`src/ppu_cfg.svh`:
```
`ifndef PPU_CFG_SVH
`define PPU_CFG_SVH

// Line and frame geometry, in dots and lines
`define PPU_LINE_CYCLES   456
`define PPU_FRAME_LINES   154
`define PPU_VISIBLE_LINES 144
`define PPU_OAM_CYCLES    80
`define PPU_LINE_PIXELS   160

// APB register offsets
`define PPU_REG_LCDC 4'h0
`define PPU_REG_STAT 4'h1
`define PPU_REG_SCY  4'h2
`define PPU_REG_SCX  4'h3
`define PPU_REG_LY   4'h4
`define PPU_REG_LYC  4'h5
// Offset 6 is the DMA slot on the real part, left unmapped here
`define PPU_REG_BGP  4'h7

`endif

```
`src/ppu_pkg.sv`:
```
package ppu_pkg;

	// STAT mode field encoding
	typedef enum logic [1:0] {
		mode_hblank = 2'd0,
		mode_vblank = 2'd1,
		mode_oam    = 2'd2,
		mode_xfer   = 2'd3
	} ppu_mode_t;

	// Background fetch sequence, one state per cycle except hold
	typedef enum logic [2:0] {
		idle        = 3'd0,
		tile        = 3'd1,
		row_lo_addr = 3'd2,
		row_lo_data = 3'd3,
		row_hi_addr = 3'd4,
		row_hi_data = 3'd5,
		hold        = 3'd6
	} fetch_state_t;

endpackage

```
`src/ppu_regs.sv`:
```
`include "ppu_cfg.svh"

module ppu_regs (
	input  logic               clk,
	input  logic               reset,
	input  logic               psel,
	input  logic               penable,
	input  logic               pwrite,
	input  logic [3:0]         paddr,
	input  logic [7:0]         pwdata,
	output logic [7:0]         prdata,
	input  ppu_pkg::ppu_mode_t mode,
	input  logic [7:0]         ly,
	input  logic               lyc_eq,
	output logic               ppu_ena,
	output logic               bg_tiles,
	output logic               bg_map,
	output logic               bg_ena,
	output logic [7:0]         scx,
	output logic [7:0]         scy,
	output logic [7:0]         lyc,
	output logic [7:0]         bgp,
	output logic               sel_lyc,
	output logic               sel_mode2,
	output logic               sel_mode1,
	output logic               sel_mode0,
	output logic               irq_stat
);
	import ppu_pkg::*;

	logic       win_map;  // LCDC bits 6, 5, 2 and 1 are kept for readback only
	logic       win_ena;
	logic       obj_size;
	logic       obj_ena;
	logic       wr_en;
	logic [7:0] rd_data;
	logic       stat_cond;
	logic       stat_q;

	assign wr_en = psel && penable && pwrite;  // Access phase

	always_ff @(posedge clk) begin
		if (reset) begin
			{ppu_ena, win_map, win_ena, bg_tiles} <= '0;
			{bg_map, obj_size, obj_ena, bg_ena} <= '0;
			{sel_lyc, sel_mode2, sel_mode1, sel_mode0} <= '0;
			scy <= '0;
			scx <= '0;
			lyc <= '0;
			bgp <= '0;
		end else if (wr_en) begin
			case (paddr)
				`PPU_REG_LCDC: {ppu_ena, win_map, win_ena, bg_tiles,
						bg_map, obj_size, obj_ena, bg_ena} <= pwdata;
				`PPU_REG_STAT: {sel_lyc, sel_mode2, sel_mode1, sel_mode0} <= pwdata[6:3];
				`PPU_REG_SCY:  scy <= pwdata;
				`PPU_REG_SCX:  scx <= pwdata;
				`PPU_REG_LYC:  lyc <= pwdata;
				`PPU_REG_BGP:  bgp <= pwdata;
				default: ;  // LY is read only
			endcase
		end
	end

	always_comb begin
		case (paddr)
			`PPU_REG_LCDC: rd_data = {ppu_ena, win_map, win_ena, bg_tiles,
						bg_map, obj_size, obj_ena, bg_ena};
			`PPU_REG_STAT: rd_data = {1'b1, sel_lyc, sel_mode2, sel_mode1, sel_mode0,
						lyc_eq, mode};
			`PPU_REG_SCY:  rd_data = scy;
			`PPU_REG_SCX:  rd_data = scx;
			`PPU_REG_LY:   rd_data = ly;
			`PPU_REG_LYC:  rd_data = lyc;
			`PPU_REG_BGP:  rd_data = bgp;
			default:       rd_data = 8'hff;
		endcase
	end

	// Captured in the setup phase, held through the access phase
	always_ff @(posedge clk) begin
		if (reset)
			prdata <= '0;
		else if (psel && !penable)
			prdata <= rd_data;
	end

	// Vblank also raises the mode 2 source, as on the real part
	assign stat_cond = (lyc_eq && sel_lyc) ||
			(mode == mode_hblank && sel_mode0) ||
			(mode == mode_vblank && (sel_mode1 || sel_mode2)) ||
			(mode == mode_oam && sel_mode2);

	always_ff @(posedge clk) begin
		if (reset) begin
			stat_q   <= 1'b0;
			irq_stat <= 1'b0;
		end else begin
			stat_q   <= stat_cond;
			irq_stat <= stat_cond && !stat_q;  // Rising edge only
		end
	end

	a_write_needs_psel: assert property (@(posedge clk) disable iff (reset)
		(penable && pwrite) |-> psel);

endmodule

```
`src/ppu_line_timer.sv`:
```
`include "ppu_cfg.svh"

module ppu_line_timer (
	input  logic               clk,
	input  logic               reset,
	input  logic               ppu_ena,
	input  logic [7:0]         lyc,
	input  logic               line_done,
	output ppu_pkg::ppu_mode_t mode,
	output logic [7:0]         ly,
	output logic               lyc_eq,
	output logic               line_start,
	output logic               hsync,
	output logic               vsync,
	output logic               irq_vblank
);
	import ppu_pkg::*;

	logic [8:0] lx;         // Dot within the line
	logic       xfer_done;  // Pixel transfer finished on this line

	always_ff @(posedge clk) begin
		if (reset || !ppu_ena) begin
			lx        <= '0;
			ly        <= '0;
			xfer_done <= 1'b0;
		end else if (lx == 9'(`PPU_LINE_CYCLES - 1)) begin
			lx        <= '0;
			ly        <= (ly == 8'(`PPU_FRAME_LINES - 1)) ? 8'd0 : ly + 8'd1;
			xfer_done <= 1'b0;
		end else begin
			lx <= lx + 9'd1;
			if (line_done)
				xfer_done <= 1'b1;
		end
	end

	always_comb begin
		if (!ppu_ena)
			mode = mode_hblank;
		else if (ly >= 8'(`PPU_VISIBLE_LINES))
			mode = mode_vblank;
		else if (lx < 9'(`PPU_OAM_CYCLES))
			mode = mode_oam;
		else if (!xfer_done)
			mode = mode_xfer;
		else
			mode = mode_hblank;
	end

	assign line_start = (mode == mode_xfer) && (lx == 9'(`PPU_OAM_CYCLES));
	assign lyc_eq     = ppu_ena && (ly == lyc);
	assign hsync      = ppu_ena && (lx == 9'd0);
	assign vsync      = hsync && (ly == 8'd0);
	assign irq_vblank = hsync && (ly == 8'(`PPU_VISIBLE_LINES));

	// Pixel transfer must finish before the last dot of the line
	a_xfer_ends_in_line: assert property (@(posedge clk) disable iff (reset)
		(mode == mode_xfer) |-> (lx != 9'(`PPU_LINE_CYCLES - 1)));

endmodule

```
`src/ppu_fetcher.sv`:
```
module ppu_fetcher (
	input  logic               clk,
	input  logic               reset,
	input  ppu_pkg::ppu_mode_t mode,
	input  logic               line_start,
	input  logic [7:0]         ly,
	input  logic [7:0]         scx,
	input  logic [7:0]         scy,
	input  logic               bg_map,
	input  logic               bg_tiles,
	input  logic               room,
	output logic               push,
	output logic [7:0]         row_lo,
	output logic [7:0]         row_hi,
	output logic               vram_read,
	output logic [15:0]        vram_adr,
	input  logic [7:0]         vram_data
);
	import ppu_pkg::*;

	fetch_state_t state;
	logic [7:0]   line;      // Background line after vertical scroll
	logic [4:0]   map_row;
	logic [4:0]   map_col;   // Wraps at 32 tiles
	logic [2:0]   fine_y;
	logic [7:0]   tile_num;
	logic [7:0]   tile_idx;

	assign line = scy + ly;

	// The tile number arrives in row_lo_addr and is used straight away
	assign tile_idx = (state == row_lo_addr) ? vram_data : tile_num;
	assign push     = (state == hold) && room;

	always_comb begin
		vram_read = 1'b0;
		// Signed index from 0x9000 unless bg_tiles selects 0x8000
		vram_adr  = {3'b100, !bg_tiles && !tile_idx[7], tile_idx, fine_y, 1'b0};
		case (state)
			tile: begin
				vram_read = 1'b1;
				vram_adr  = {5'b10011, bg_map, map_row, map_col};
			end
			row_lo_addr: vram_read = 1'b1;
			row_hi_addr: begin
				vram_read   = 1'b1;
				vram_adr[0] = 1'b1;  // High bitplane
			end
			default: ;
		endcase
		if (mode != mode_xfer)
			vram_read = 1'b0;
	end

	always_ff @(posedge clk) begin
		if (reset || mode != mode_xfer) begin
			state <= idle;
		end else begin
			case (state)
				idle:        state <= tile;
				tile:        state <= row_lo_addr;
				row_lo_addr: state <= row_lo_data;
				row_lo_data: state <= row_hi_addr;
				row_hi_addr: state <= row_hi_data;
				row_hi_data: state <= hold;
				hold:        if (room) state <= tile;
				default:     state <= idle;
			endcase
		end
	end

	always_ff @(posedge clk) begin
		if (line_start) begin
			map_row <= line[7:3];
			map_col <= scx[7:3];
			fine_y  <= line[2:0];
		end else if (state == tile) begin
			map_col <= map_col + 5'd1;
		end
		if (state == row_lo_addr)
			tile_num <= vram_data;
		if (state == row_lo_data)
			row_lo <= vram_data;
		if (state == row_hi_data)
			row_hi <= vram_data;
	end

	// A new line must not reload the map address in the middle of a fetch
	a_start_from_idle: assert property (@(posedge clk) disable iff (reset)
		line_start |-> (state == idle));

endmodule

```
`src/ppu_pixel_fifo.sv`:
```
`include "ppu_cfg.svh"

module ppu_pixel_fifo (
	input  logic               clk,
	input  logic               reset,
	input  ppu_pkg::ppu_mode_t mode,
	input  logic               line_start,
	input  logic               push,
	input  logic [7:0]         row_lo,
	input  logic [7:0]         row_hi,
	input  logic [7:0]         scx,
	input  logic [7:0]         bgp,
	input  logic               bg_ena,
	output logic               room,
	output logic               px_valid,
	output logic [1:0]         px,
	output logic               line_done
);
	import ppu_pkg::*;

	logic [15:0] plane_lo;   // Bit 15 is the next pixel out
	logic [15:0] plane_hi;
	logic [4:0]  fill;
	logic [2:0]  drop_cnt;   // Pixels discarded for fine X scroll
	logic [7:0]  px_cnt;
	logic        shift;
	logic        emit;
	logic [1:0]  color_idx;
	logic [15:0] lo_next;
	logic [15:0] hi_next;
	logic [4:0]  fill_next;

	assign room      = fill <= 5'd8;
	assign shift     = (mode == mode_xfer) && (fill != 5'd0) &&
			(px_cnt != 8'(`PPU_LINE_PIXELS));
	assign emit      = shift && (drop_cnt == scx[2:0]);
	assign line_done = (mode == mode_xfer) && (px_cnt == 8'(`PPU_LINE_PIXELS));
	assign color_idx = {plane_hi[15], plane_lo[15]};

	always_comb begin
		lo_next   = plane_lo;
		hi_next   = plane_hi;
		fill_next = fill;
		if (shift) begin
			lo_next   = {plane_lo[14:0], 1'b0};
			hi_next   = {plane_hi[14:0], 1'b0};
			fill_next = fill - 5'd1;
		end
		// New row lands right behind the pixels still queued
		if (push) begin
			lo_next   = lo_next | ({row_lo, 8'h00} >> fill_next);
			hi_next   = hi_next | ({row_hi, 8'h00} >> fill_next);
			fill_next = fill_next + 5'd8;
		end
	end

	always_ff @(posedge clk) begin
		if (reset || mode != mode_xfer || line_start) begin
			plane_lo <= '0;
			plane_hi <= '0;
			fill     <= '0;
			drop_cnt <= '0;
			px_cnt   <= '0;
		end else begin
			plane_lo <= lo_next;
			plane_hi <= hi_next;
			fill     <= fill_next;
			if (shift && !emit)
				drop_cnt <= drop_cnt + 3'd1;
			if (emit)
				px_cnt <= px_cnt + 8'd1;
		end
	end

	always_ff @(posedge clk) begin
		if (reset)
			px_valid <= 1'b0;
		else
			px_valid <= emit;
		if (emit)
			px <= bg_ena ? bgp[{color_idx, 1'b0} +: 2] : bgp[1:0];  // Palette lookup
	end

	a_fill_bound: assert property (@(posedge clk) disable iff (reset) fill <= 5'd16);

endmodule

```
`src/ppu_top.sv`:
```
module ppu_top (
	input  logic        clk,
	input  logic        reset,
	input  logic        psel,
	input  logic        penable,
	input  logic        pwrite,
	input  logic [3:0]  paddr,
	input  logic [7:0]  pwdata,
	output logic [7:0]  prdata,
	output logic        vram_read,
	output logic [15:0] vram_adr,
	input  logic [7:0]  vram_data,
	output logic        irq_vblank,
	output logic        irq_stat,
	output logic        hsync,
	output logic        vsync,
	output logic        px_valid,
	output logic [1:0]  px
);
	import ppu_pkg::*;

	ppu_mode_t  mode;
	logic [7:0] ly;
	logic       lyc_eq;
	logic       ppu_ena;
	logic       bg_tiles;
	logic       bg_map;
	logic       bg_ena;
	logic [7:0] scx;
	logic [7:0] scy;
	logic [7:0] lyc;
	logic [7:0] bgp;
	logic       line_start;
	logic       line_done;
	logic       room;
	logic       push;
	logic [7:0] row_lo;
	logic [7:0] row_hi;

	// STAT selects are consumed inside the register block
	ppu_regs regs_i (
		.clk, .reset, .psel, .penable, .pwrite, .paddr, .pwdata, .prdata,
		.mode, .ly, .lyc_eq, .ppu_ena, .bg_tiles, .bg_map, .bg_ena,
		.scx, .scy, .lyc, .bgp,
		.sel_lyc(), .sel_mode2(), .sel_mode1(), .sel_mode0(), .irq_stat
	);

	ppu_line_timer timer_i (
		.clk, .reset, .ppu_ena, .lyc, .line_done,
		.mode, .ly, .lyc_eq, .line_start, .hsync, .vsync, .irq_vblank
	);

	ppu_fetcher fetcher_i (
		.clk, .reset, .mode, .line_start, .ly, .scx, .scy, .bg_map, .bg_tiles,
		.room, .push, .row_lo, .row_hi, .vram_read, .vram_adr, .vram_data
	);

	ppu_pixel_fifo fifo_i (
		.clk, .reset, .mode, .line_start, .push, .row_lo, .row_hi,
		.scx, .bgp, .bg_ena, .room, .px_valid, .px, .line_done
	);

endmodule

```
`config.mk`:
```
export PLATFORM = sky130hd
export DESIGN_NAME = ppu_top
export DESIGN_NICKNAME = d
export VERILOG_FILES = /design/src/ppu_pkg.sv /design/src/ppu_regs.sv /design/src/ppu_line_timer.sv /design/src/ppu_fetcher.sv /design/src/ppu_pixel_fifo.sv /design/src/ppu_top.sv
export VERILOG_INCLUDE_DIRS = /design/src
export SDC_FILE = /design/constraint.sdc
export NUM_CORES = 1
export LEC_CHECK = 0
export ABC_AREA = 1
export BUFFER_PORTS_ARGS = -buffer_cell sky130_fd_sc_hd__buf_2
export CORE_ASPECT_RATIO = 0.6
export CORE_MARGIN = 4
export CORE_UTILIZATION = 66
export DETAILED_ROUTE_END_ITERATION = 7
export PLACE_DENSITY = 0.91
export SLEW_MARGIN = 20
export SYNTH_ARGS = -nofsm -noshare
export SYNTH_HDL_FRONTEND = slang
export SYNTH_SLANG_ARGS = --single-unit
export TNS_END_PERCENT = 100
```
`constraint.sdc`:
```
create_clock -name clk -period 3.85 [get_ports clk]
set_input_delay 0.5775 -clock clk [delete_from_list [all_inputs] [get_ports clk]]
set_output_delay 0.5775 -clock clk [all_outputs]
set_load 0.1 [all_outputs]
```
==> results.cfg <==
[clock_tree]
holdBufCountCts = 0
clk_pin_slew_ps = 60
cts_resized = 0
cts_max_level = 4
cts-root-buf = clkbuf_16
cts_tree = yes
clock_latency_ps = 430
clk_path_buf_depth = 2
cts_buffers = 17
postCtsSetupBuffers = 0
clkSinkCount = 163

[routing]
viasPerCell = 6.18
drt-initial-drc-count = 1204
via_count = 8364
wirelength_um = 24900
drcViolationCount = 21
ant_nets = 0
wl_per_cell_um = 18.4
dr.pass1.iters = 8

[logic_synthesis]
ys_ff_latch = 163
synth_area_um2 = 8480
synthCells = 1138
ys_seq_area_share_pct = 42.1
synth.distinct_cells = 50
ys_warn_count = 0
synth_area_per_cell_um2 = 7.45

[sta]
drv_slew = 0
tightest_slew_ps = 886
period_share_pct = 91.1
finalClockSkew_ps = 11.3
fmax_mhz = 285
rsz0062_at_grt = no
setup_viol = 0
slew-limit-headroom_pct = 40.9
finalHoldViolCount = 0
layout_min_cycle_time_ps = 3510

[global_routing]
grt_pass1_vias = 7150
grt_usage_pct = 33.5
grt_max_degree = 54
grt_antenna_before_repair = 1
grt_overflow = 0
grt_pass1_wl_um = 38300

[power]
clkPwrFrac_pct = 47.7
p_leak_uw = 0.00383
p_sw_uw = 893
swShare_pct = 24.1
powerDensity_nw_per_um2 = 394
p_int_uw = 2810
power_uw = 3710
irDropWorstVdd_uv = 305
seqPwrFrac_pct = 47.3
power.share.combinational_pct = 5.0

[hold_path]
whs_endpoint = fetcher_i.row_hi[0]$_DFFE_PP_
hold_class = in2reg
min_path_cells = 1
hp-start = vram_data[0]

[worst_setup_path]
cp-end-kind = output port
cp_max_fo = 10
reg2reg_from = fifo_i.fill[0]$_SDFF_PP0_
r2r-end = fifo_i.plane_hi[7]$_SDFF_PP0_
critPathRequiredTime_ps = 3270
cp-start-kind = register
worst_r2r_path_depth = 14
r2r_setup_slack_ps = 1010
criticalPathCategory = reg2out
critPathArrivalTime_ps = 2930

[layout]
fill_cells = 873
synthToLayoutAreaGrowth_pct = 11.0
reg_top3 = fifo_i.plane_hi (16), fifo_i.plane_lo (16), timer_i.lx (9)
layout_common_cells = 221 x nand2_1, 132 x dfxtp_1, 128 x inv_1, 120 x nand3_1, 106 x nor2_1
antenna_cells = 0
drive_gt1_share_pct = 11.7
final_cell_area_um2 = 9410
fin_nets = 1220
final_common_cell = nand2_1

[run_status]
status = finished, violations left
violations = DRC

[floorplanning]
core_um2 = 12300
io_pins = 57
std_cell_rows = 31
start_util_pct = 69.0
fp.dieH_um = 95.8
dieArea_um2 = 14800
die_w_um = 154

[job]
maxCapViolCount = 0

[placement]
place_area_um2 = 8790
numPortBuffers = 53
gp_congestion = 1.03
dp_hpwl_um = 17700
## worst max path at each step
stage | startpoint | endpoint | slack (ps) | depth (start not counted)
floorplan | timer_i.lx[0]$_SDFF_PP0_ | vsync | -160 | 6
global placement | fetcher_i.state[0]$_SDFFE_PP0P_ | vram_adr[12] | 1090 | 6
detailed placement | fetcher_i.state[0]$_SDFFE_PP0P_ | vram_adr[12] | 900 | 6
CTS | fetcher_i.state[0]$_SDFFE_PP0P_ | vram_adr[12] | 430 | 6
global route | fetcher_i.state[1]$_SDFFE_PP0P_ | vram_adr[12] | 210 | 7
finish | fetcher_i.state[0]$_SDFFE_PP0P_ | vram_adr[12] | 340 | 6
## critical path, cell delays in order (launching register included)
cell and delay (ps):
dfxtp_1 360, nor3_2 580, clkinv_1 490, nand2_1 190, nand2_1 90, o21ai_1 300
buf_2 500
## cells by family after synthesis
family	after synthesis	share of synthesized area, %
xor+xnor	20	2.07
compound gates	241	15.6
buf+inv	179	8.94
simple gates	511	27.9
flops	163	42.1
fa+ha+maj	19	2.89
mux	3	0.398
other cells	2	0.0886
## cell usage after synthesis, drive strengths merged
cell type | instances | area, um2
nand4 | 9 | 56.3
buf | 22 | 158
a2111oi | 2 | 17.5
nand2 | 234 | 965
o221ai | 3 | 26.3
a221oi | 7 | 61.3
ha | 18 | 225
a31oi | 15 | 93.8
a21oi | 93 | 465
inv | 135 | 517
o31ai | 2 | 15.0
nor3b | 4 | 30.0
fa | 1 | 20.0
nand3b | 1 | 7.51
conb | 2 | 7.51
clkbuf | 20 | 75.1
nor3 | 17 | 101
or2 | 1 | 6.26
edfxtp | 31 | 931
xor2 | 12 | 105
dfxtp | 132 | 2640
xnor2 | 8 | 70.1
clkinv | 2 | 8.75
a211oi | 1 | 7.51
nor4 | 3 | 18.8
nand3 | 128 | 681
mux2 | 3 | 33.8
a21o | 1 | 7.51
o21ai | 100 | 516
nor2 | 114 | 497
o22ai | 11 | 68.8
o211ai | 6 | 45.0
## layer usage
layer	GRT usage (%)	part of all wire [%]	up-vias
li1	-	-	3881
met1	50.3	43	3744
met2	44.8	38	644
met3	11.6	16	95
met4	10.1	2.7	0
met5	0	0	-
## power groups by stage
stage	logic, uW	clock network (uW)	registers, uW
finish	184	1770	1750
global route	192	1840	1750
CTS	179	1770	1750
detailed placement	178	0	1790
global placement	177	0	1790
floorplan	88.5	0	1830
## stage by stage
step | TNS, ps | hold WS [ps] | cells | utilization [%] | setup slack [ps]
floorplan | -161 | 368 | 1139 | - | -161
global placement | 0 | 372 | 1322 | 71.5 | 1090
detailed placement | 0 | 378 | 1322 | 71.5 | 897
CTS | 0 | 368 | 1354 | 76.5 | 426
global route | 0 | 373 | 1354 | 76.5 | 214
finish | 0 | 374 | 1354 | 76.5 | 342
## area by class of cell
class                      instances  area, um2  area share (%)
inverter                         137        526            5.58
clock buffer                      22        517            5.49
sequential                       163       3570            38.0
multi-input combinational        797       4160            44.2
timing repair buffer              60        318            3.38
clock inverter                    10        108            1.14
tap                              165        206            2.19
No activity file was read; power rests on OpenSTA's default activity.
